**src/hw/panel_pkg.sv**
```systemverilog
// shared types and opcodes for the LED panel command controller
// panel is 4 rows by 4 columns at 2 bytes per pixel, so the frame RAM is 32 bytes
`default_nettype none

package panel_pkg;

    // panel geometry
    localparam int panel_rows        = 4;
    localparam int panel_cols        = 4;
    localparam int bytes_per_pixel   = 2;
    localparam int brightness_levels = 6;
    localparam int ram_depth         = panel_rows * panel_cols * bytes_per_pixel;

    typedef logic [7:0]                         byte_t;
    typedef logic [$clog2(panel_rows)-1:0]      row_addr_t;
    typedef logic [$clog2(panel_cols)-1:0]      col_addr_t;
    typedef logic [0:0]                         pixel_sel_t;
    // row, column, pixel byte from msb to lsb
    typedef logic [$clog2(ram_depth)-1:0]       ram_addr_t;
    typedef logic [brightness_levels-1:0]       brightness_t;
    // bit 0 red, bit 1 green, bit 2 blue
    typedef logic [2:0]                         rgb_t;

    typedef enum logic [1:0] {
        st_idle,
        st_write_pixel,
        st_blank
    } ctrl_state_t;

    // colour channel opcodes
    localparam byte_t op_red_on    = 8'h01;
    localparam byte_t op_red_off   = 8'h02;
    localparam byte_t op_green_on  = 8'h03;
    localparam byte_t op_green_off = 8'h04;
    localparam byte_t op_blue_on   = 8'h05;
    localparam byte_t op_blue_off  = 8'h06;

    // brightness opcodes, 0x11 toggles the top plane
    localparam byte_t op_bright_zero        = 8'h10;
    localparam byte_t op_bright_toggle_base = 8'h11;
    localparam byte_t op_bright_full        = 8'h19;

    // memory opcodes
    localparam byte_t op_blank_panel = 8'h20;
    localparam byte_t op_write_pixel = 8'h21;

endpackage

`default_nettype wire

```
**src/hw/cmd_decoder.sv**
```systemverilog
// opcode decoder and command FSM, no back-pressure on data_valid
// opcodes are only decoded while idle, bytes strobed during a blank are dropped
`default_nettype none

module cmd_decoder (
    input  logic                   clk_in,
    input  logic                   reset,
    input  panel_pkg::byte_t       data_rx,
    input  logic                   data_valid,
    input  logic                   pixel_done,
    input  logic                   blank_done,
    output logic                   arg_valid,
    output panel_pkg::byte_t       arg_data,
    output logic                   blank_start,
    output panel_pkg::rgb_t        rgb_enable,
    output panel_pkg::brightness_t brightness_enable,
    output logic                   busy
);
    import panel_pkg::*;

    ctrl_state_t state;
    brightness_t toggle_mask;
    logic        cmd_ready;

    // the blank sweep hands back control in its done cycle
    assign cmd_ready = (state == st_idle) || blank_done;
    assign busy      = ~cmd_ready;

    // argument bytes only reach the pixel writer while it owns the stream
    assign arg_valid = data_valid && (state == st_write_pixel);
    assign arg_data  = data_rx;

    // one-hot plane select for the toggle opcodes
    always_comb begin
        toggle_mask = '0;
        for (int i = 0; i < brightness_levels; i++) begin
            if (data_rx == op_bright_toggle_base + byte_t'(i)) begin
                toggle_mask[brightness_levels-1-i] = 1'b1;
            end
        end
    end

    always_ff @(posedge clk_in) begin
        if (reset) begin
            state             <= st_idle;
            blank_start       <= 1'b0;
            rgb_enable        <= '1;
            brightness_enable <= '1;
        end else begin
            blank_start <= 1'b0;

            if (pixel_done || blank_done) begin
                state <= st_idle;
            end

            if (cmd_ready && data_valid) begin
                case (data_rx)
                    op_red_on: begin
                        rgb_enable[0] <= 1'b1;
                    end
                    op_red_off: begin
                        rgb_enable[0] <= 1'b0;
                    end
                    op_green_on: begin
                        rgb_enable[1] <= 1'b1;
                    end
                    op_green_off: begin
                        rgb_enable[1] <= 1'b0;
                    end
                    op_blue_on: begin
                        rgb_enable[2] <= 1'b1;
                    end
                    op_blue_off: begin
                        rgb_enable[2] <= 1'b0;
                    end
                    op_bright_zero: begin
                        brightness_enable <= '0;
                    end
                    op_bright_full: begin
                        brightness_enable <= '1;
                    end
                    op_blank_panel: begin
                        state       <= st_blank;
                        blank_start <= 1'b1;
                    end
                    op_write_pixel: begin
                        state <= st_write_pixel;
                    end
                    default: begin
                        // mask is zero for unknown opcodes
                        brightness_enable <= brightness_enable ^ toggle_mask;
                    end
                endcase
            end
        end
    end

endmodule

`default_nettype wire

```
**src/hw/pixel_writer.sv**
```systemverilog
// collects row, column and the pixel data bytes of a write pixel command
// only the low bits of row and column are used, data bytes land in reverse order
`default_nettype none

module pixel_writer (
    input  logic                 clk_in,
    input  logic                 reset,
    input  logic                 arg_valid,
    input  panel_pkg::byte_t     arg_data,
    output logic                 write_enable,
    output panel_pkg::ram_addr_t write_address,
    output panel_pkg::byte_t     write_data,
    output logic                 done
);
    import panel_pkg::*;

    localparam int last_arg = 1 + bytes_per_pixel;

    logic [1:0] arg_index;
    row_addr_t  row_q;
    col_addr_t  col_q;
    pixel_sel_t data_index;
    pixel_sel_t byte_index;
    logic       is_data;
    logic       is_last;

    assign is_data    = arg_index >= 2'd2;
    assign is_last    = arg_index == 2'(last_arg);
    assign data_index = pixel_sel_t'(arg_index - 2'd2);
    // first data byte goes to the highest byte index
    assign byte_index = pixel_sel_t'(bytes_per_pixel - 1) - data_index;

    always_ff @(posedge clk_in) begin
        if (reset) begin
            arg_index    <= '0;
            write_enable <= 1'b0;
            done         <= 1'b0;
        end else begin
            write_enable <= arg_valid && is_data;
            done         <= arg_valid && is_last;
            if (arg_valid) begin
                if (is_last) begin
                    arg_index <= '0;
                end else begin
                    arg_index <= arg_index + 2'd1;
                end
            end
        end
    end

    // row and column latches plus the write payload
    always_ff @(posedge clk_in) begin
        if (arg_valid) begin
            case (arg_index)
                2'd0: row_q <= arg_data[$bits(row_addr_t)-1:0];
                2'd1: col_q <= arg_data[$bits(col_addr_t)-1:0];
                default: begin
                    write_address <= {row_q, col_q, byte_index};
                    write_data    <= arg_data;
                end
            endcase
        end
    end

endmodule

`default_nettype wire

```
**src/hw/panel_blanker.sv**
```systemverilog
// writes zero to every frame RAM address, one per cycle in ascending order
// done pulses the cycle after the last write
`default_nettype none

module panel_blanker (
    input  logic                 clk_in,
    input  logic                 reset,
    input  logic                 start,
    output logic                 write_enable,
    output panel_pkg::ram_addr_t write_address,
    output panel_pkg::byte_t     write_data,
    output logic                 done
);
    import panel_pkg::*;

    localparam ram_addr_t last_address = ram_addr_t'(ram_depth - 1);

    assign write_data = '0;

    always_ff @(posedge clk_in) begin
        if (reset) begin
            write_enable  <= 1'b0;
            write_address <= '0;
            done          <= 1'b0;
        end else begin
            done <= 1'b0;
            if (start) begin
                write_enable  <= 1'b1;
                write_address <= '0;
            end else if (write_enable) begin
                if (write_address == last_address) begin
                    write_enable <= 1'b0;
                    done         <= 1'b1;
                end else begin
                    write_address <= write_address + 1'b1;
                end
            end
        end
    end

endmodule

`default_nettype wire

```
**src/hw/panel_control.sv**
```systemverilog
// LED panel command controller top, one command byte per data_valid strobe
// wait for busy low before sending an opcode, the RAM port is write only
`default_nettype none

module panel_control (
    input  logic                   clk_in,
    input  logic                   reset,
    input  panel_pkg::byte_t       data_rx,
    input  logic                   data_valid,
    output panel_pkg::rgb_t        rgb_enable,
    output panel_pkg::brightness_t brightness_enable,
    output panel_pkg::ram_addr_t   ram_address,
    output panel_pkg::byte_t       ram_data,
    output logic                   ram_write_enable,
    output logic                   busy
);
    import panel_pkg::*;

    logic      arg_valid;
    byte_t     arg_data;
    logic      blank_start;
    logic      pixel_we;
    ram_addr_t pixel_addr;
    byte_t     pixel_data;
    logic      pixel_done;
    logic      blank_we;
    ram_addr_t blank_addr;
    byte_t     blank_data;
    logic      blank_done;

    cmd_decoder u_decoder (
        .clk_in            (clk_in),
        .reset             (reset),
        .data_rx           (data_rx),
        .data_valid        (data_valid),
        .pixel_done        (pixel_done),
        .blank_done        (blank_done),
        .arg_valid         (arg_valid),
        .arg_data          (arg_data),
        .blank_start       (blank_start),
        .rgb_enable        (rgb_enable),
        .brightness_enable (brightness_enable),
        .busy              (busy)
    );

    pixel_writer u_pixel_writer (
        .clk_in        (clk_in),
        .reset         (reset),
        .arg_valid     (arg_valid),
        .arg_data      (arg_data),
        .write_enable  (pixel_we),
        .write_address (pixel_addr),
        .write_data    (pixel_data),
        .done          (pixel_done)
    );

    panel_blanker u_blanker (
        .clk_in        (clk_in),
        .reset         (reset),
        .start         (blank_start),
        .write_enable  (blank_we),
        .write_address (blank_addr),
        .write_data    (blank_data),
        .done          (blank_done)
    );

    // writers never overlap, blanker wins the port while it writes
    assign ram_write_enable = blank_we | pixel_we;
    assign ram_address      = blank_we ? blank_addr : pixel_addr;
    assign ram_data         = blank_we ? blank_data : pixel_data;

endmodule

`default_nettype wire

```
**config.mk**
```make
export PLATFORM = sky130hd
export DESIGN_NAME = panel_control
export DESIGN_NICKNAME = d
export VERILOG_FILES = /design/src/hw/panel_pkg.sv /design/src/hw/cmd_decoder.sv /design/src/hw/pixel_writer.sv /design/src/hw/panel_blanker.sv /design/src/hw/panel_control.sv
export SDC_FILE = /design/constraint.sdc
export NUM_CORES = 1
export LEC_CHECK = 0
export BUFFER_PORTS_ARGS = -buffer_cell sky130_fd_sc_hd__buf_2
export CAP_MARGIN = 20
export CORE_ASPECT_RATIO = 1.75
export CORE_MARGIN = 2
export CORE_UTILIZATION = 59
export DETAILED_ROUTE_END_ITERATION = 8
export PLACE_DENSITY_LB_ADDON = 0.25
export SYNTH_ARGS = -nofsm -noshare
export SYNTH_HDL_FRONTEND = slang
export SYNTH_SLANG_ARGS = --single-unit
```
**constraint.sdc**
```tcl
create_clock -name clk_in -period 6.3 [get_ports clk_in]
set_input_delay 0.63 -clock clk_in [delete_from_list [all_inputs] [get_ports clk_in]]
set_output_delay 0.63 -clock clk_in [all_outputs]
set_load 0.01 [all_outputs]
```
* After elaboration in Yosys (flattened, before gate mapping)
Index checks and enable logic that the tools add are counted.
** Operators by class
- Add/sub/neg operators :: 4
- Magnitude comparators :: 1
- Equality and inequality tests :: 20
- Multiplexer cells :: 21
- Bitwise logic cells :: 8
- Reduce and logical (&&, ||, !) cells :: 24
** Operators with widths (number)
- $eq A8 B5 Y1 const B :: 8
- $eq A8 B3 Y1 const B :: 3
- $pmux W6 S3 :: 1
- $eq A8 B2 Y1 const B :: 2
- $eq A8 B6 Y1 const B :: 2
- $reduce_and A2 Y1 :: 8
- $mux W1 :: 11
- $eq A8 B1 Y1 const B :: 1
- $mux W8 :: 1
- $reduce_or A8 Y1 :: 1
- $mux W2 :: 3
- $not A1 Y1 :: 6
- $pmux W1 S2 :: 3
- $reduce_bool A2 Y1 :: 3
- $reduce_or A2 Y1 :: 3
- $xor A6 B6 Y6 :: 1
- $add A5 B1 Y5 const B :: 1
- $eq A5 B5 Y1 const B :: 1
- $mux W5 :: 1
- $eq A2 B1 Y1 const B :: 2
- $logic_and A1 B1 Y1 :: 4
- $logic_not A2 Y1 :: 2
- $pmux W2 S2 :: 1
- $reduce_or A3 Y1 :: 1
- other kinds (7) :: 8
** Word-level totals
- Bits in registers :: 40
- Bits of input ports :: 11
- Output and inout port bits :: 24
- Word-level logic and storage cells :: 94

* Depth between registers and ports, before layout
- Word-level depth :: 5
- Depth in mapped cells :: 8
- Depth with buffers taken out :: 7

* By module
Synthesis repeated with hierarchy kept, for this count alone.
** Second synthesis, totals
- Cells, all modules :: 205
- Area total of the unflattened synthesis :: 2117.0 um^2
** By module, submodules not included
- cmd_decoder :: instances 1, cells each 114, area an instance 873.3 um^2, sequential area each 240.2 um^2
- pixel_writer :: instances 1, cells each 37, area an instance 723.2 um^2, sequential area each 590.6 um^2
- panel_blanker :: instances 1, cells each 39, area an instance 356.6 um^2, sequential area each 140.1 um^2
- panel_control :: instances 1, cells each 15, area an instance 163.9 um^2, sequential area each 0.0 um^2

* Worst setup path after synthesis
No wires, ideal clock.
- Kind :: input to register
- Start point :: input port data_valid
- End point :: register u_pixel_writer.write_address[0], enable pin
- Setup time :: 0.400 ns
- Data arrival time :: 1.808 ns
- Data required time :: 5.900 ns
- Setup slack :: 4.093 ns
- Stages on the path :: 2
- Buffers on the path :: 0
- Path through :: nand3b_1 nor3_1
** Between the ends
- Longest elaborated chain between the ends :: 2
** Ends and longest elaborated chain
- from (decl) :: RTL line panel_control.sv:9 : input logic data_valid,
- $logic_and A1 B1 Y1 :: RTL line cmd_decoder.sv:30 : assign arg_valid = data_valid && (state == st_write_pixel);
- $reduce_and A2 Y1 (no source line)
- to (signal assigned) :: RTL line pixel_writer.sv:58 : write_address <= {row_q, col_q, byte_index};
- to (decl) :: RTL line pixel_writer.sv:11 : output panel_pkg::ram_addr_t write_address,
Every way passes these cells.
A chain may end at the register's enable or synchronous reset.

* Worst setup path after layout
- Start point :: input port data_rx[2]
- End point :: register u_decoder.brightness_enable[3]
** Between the ends
- Longest elaborated chain between the ends :: 4
- Elaborated cells on any way between the ends :: 17
- Those cells by class :: eq/ne (11); mux (2); bitwise (2); reduce/logical (2)
** Ends and longest elaborated chain
- from (decl) :: RTL line panel_control.sv:8 : input panel_pkg::byte_t data_rx,
- $eq A8 B5 Y1, or another cell as far along :: RTL line cmd_decoder.sv:37 : if (data_rx == op_bright_toggle_base + byte_t'(i)) begin
- $mux W1 / $reduce_or A8 Y1 (equally long branches)
- $xor A6 B6 Y6 / $not A1 Y1 (equally long branches)
- $pmux W6 S3 / $reduce_and A2 Y1 (equally long branches)
- to (signal assigned) :: RTL line cmd_decoder.sv:91 : brightness_enable <= brightness_enable ^ toggle_mask;
- to (decl) :: RTL line cmd_decoder.sv:16 : output panel_pkg::brightness_t brightness_enable,
Several ways; a longest one is shown, not always the timed one.

==> results.toml <==
[die]
die-height_um = 79.5
initial_core_util_pct = 61.1
dieArea_mm2 = 0.00375
core_mm2 = 0.00314
die_x_um = 47.1
ios = 35
rows = 27

[hold_path]
min_path_cells = 0
hold_path_end = "u_pixel_writer.write_address[1]"
min_path_type = "reg -> reg"
holdCritStartpoint = "u_pixel_writer.col_q[0]"

[placed_design]
hpwlAfterDp_mm = 2.90
port_buffers = 34
gp_congestion = 0.855

[power]
powerDensity_mw_per_mm2 = 219
ir_drop_uv = 196
leakagePower_nw = 0.854
finalPower_uw = 480

[route]
drt_iter0_markers = 40
post_drt_wl_per_cell_um = 14.7
avgViaCountPerCell = 5.77
dr.pass1.iters = 4
wl_mm = 3.92
drc = 0
vias = 1540
ant_nets = 0

[outcome]
status = "finished, final reports clean"

[critical_path]
worstRegToRegCells = 7
start_kind = "input port"
rr_endpoint = "u_blanker.write_address[3]"
cp.required_ns = 6.49
end_kind = "flop"
worstSetupPathType = "in -> reg"
crit_arrival_ns = 2.38
crit_fanout = 15
rrSetupSlack_ns = 4.39
rr_startpoint = "u_blanker.write_address[0]"

[final_layout]
layout_common_cells = "buf_2 (34), dfxtp_1 (23), nor2_1 (21)"
fillCellCount = 259
fin_nets = 240
area_growth_pct = 14.2
antenna_cells = 0
drive_gt1_share_pct = 24.1
final_common_cell = "buf_2"

[synthesis]
ys_seq_area_share_pct = 50.6
synthFlopType = "dfxtp_1"
syn_area_mm2 = 0.00192
synth_area_per_cell_um2 = 10.0
ys.warnings.count = 0
yosysUniqueCellTypes = 46
ys_seq_elements = 40
synth_edf_count = 17
syn_nets = 209
synthCells = 192
async_reset_ff_share_pct = 0

[global_routing]
grt-ovfl-total = 0
track_usage_pct = 24.0
grt_pass1_wl_mm = 6.33
grt_max_degree = 21
grt_antenna_before_repair = 0
grt_pass1_vias = 1462

[clock_tree]
cts_max_level = 2
cts.sinks = 40
cts.root.buffer_cell = "clkbuf_8"
post-cts-setup-buffers = 0
clk_path_buf_depth = 2
insertion_delay_ns = 0.30
cts_hold_buf = 0
clkSlewWorstSetupHoldPaths_ns = 0.08
cts_tree = "yes"
cts_resized = 0
cts_buffers = 5

[sta]
worst_pin_slew_ns = 0.633
fmax_mhz = 457
period_share_pct = 34.7
relSlewSlack_pct = 57.2
fin_skew_ns = 0.00701
timing.setup.tns_ns = 0
layout_min_cycle_time_ns = 2.19
holdWs_ns = 0.431
setup_viol_count_final = 0
grt_setup_unrepaired = "false"
hold_violations = 0
slew_violations = 0

[run]
drv_cap = 0
## metal layers
layer  routed length (µm)  global-route usage, %  part of all wire [%]  vias to the layer above
li1                     -                      -                     -                      755
met1                 1380                   23.7                    35                      707
met2                 2180                   41.0                    55                       59
met3                  197                   7.01                   5.0                       19
met4                  166                   14.7                   4.2                        0
met5                    0                      0                     0                        -
## Yosys cell counts (2+ instances only)
cell type	number	area [µm²]
a211o_1	2	17.5
a21oi_1	9	45.0
a31oi_1	4	25.0
a41oi_1	2	17.5
and3_1	2	12.5
buf_2	2	10.0
clkbuf_1	7	26.3
dfxtp_1	23	460
edfxtp_1	17	510
ha_1	6	75.1
inv_1	8	30.0
mux2_2	5	56.3
mux2i_1	3	30.0
nand2_1	13	48.8
nand3_1	5	25.0
nor2_1	21	78.8
nor2b_1	11	68.8
nor3_1	9	45.0
nor3b_1	3	22.5
nor4_1	4	25.0
o21ai_0	5	25.0
o21bai_1	3	22.5
or2_2	2	12.5
or3b_1	2	17.5
or4_1	2	15.0
xor2_1	2	17.5
## worst max path at each step
stage | end | depth (start not counted) | slack (ns) | from
after floorplan | u_pixel_writer.write_address[0] | 2 | 4.09 | data_valid
after global placement | u_decoder.brightness_enable[3] | 6 | 3.90 | data_rx[5]
after detailed placement | u_decoder.brightness_enable[3] | 6 | 3.83 | data_rx[2]
after CTS | u_decoder.brightness_enable[3] | 6 | 4.15 | data_rx[2]
after global routing | u_decoder.brightness_enable[3] | 6 | 4.04 | data_rx[2]
final | u_decoder.brightness_enable[3] | 6 | 4.11 | data_rx[2]
## area by class of cell
class	count	area (µm²)	area share, %
clock buffers	6	82.6	3.76
inverters	8	30.0	1.37
repair buffers	35	178	8.10
multi-input cells	133	868	39.6
clock inverters	2	10.0	0.456
well taps	43	53.8	2.45
flip-flops and latches	40	971	44.3
## registers in the layout, indices dropped and copies added (netlist names), 2 cells and up
register                      flops
u_pixel_writer.write_data         8
u_decoder.brightness_enable       6
u_blanker.write_address           5
u_pixel_writer.write_address      5
u_decoder.rgb_enable              3
u_decoder.state                   2
u_pixel_writer.arg_index          2
u_pixel_writer.col_q              2
u_pixel_writer.row_q              2
## worst max-delay path, cell delays in order
cell and delay, ns:
buf_2 0.23, or3b_1 0.46, o2bb2a_4 0.23, o2111ai_2 0.44
a311oi_1 0.10, a211o_1 0.28
## where the power goes
group	internal, mW	switching (mW)	leakage (nW)
Combinational	0.0107	0.0208	0.467
Sequential	0.271	0.00238	0.336
Clock	0.0873	0.0881	0.0510
Total	0.369	0.111	0.854
## stage by stage
step	util [%]	area, µm²	setup slack (ns)	std cells
after floorplan	-	1920	4.09	192
after detailed placement	66.9	2100	3.83	259
final	69.8	2190	4.11	267
after global routing	69.8	2190	4.04	267
after CTS	69.8	2190	4.15	267
after global placement	66.9	2100	3.90	259
## cell families (layout without fill, tap and decap cells)
family,Yosys count,after routing,share of synthesized area (%)
DFF,40,40,50.6
xor gates and xnor gates,3,3,1.37
buffers and inverters,19,51,4.23
muxes,8,8,4.49
AOI/OAI and AO/OA,36,36,13.5
adders and majority gates,6,6,3.91
and+or+nand+nor,80,80,22.0
No activity file was read; power rests on OpenSTA's default activity.
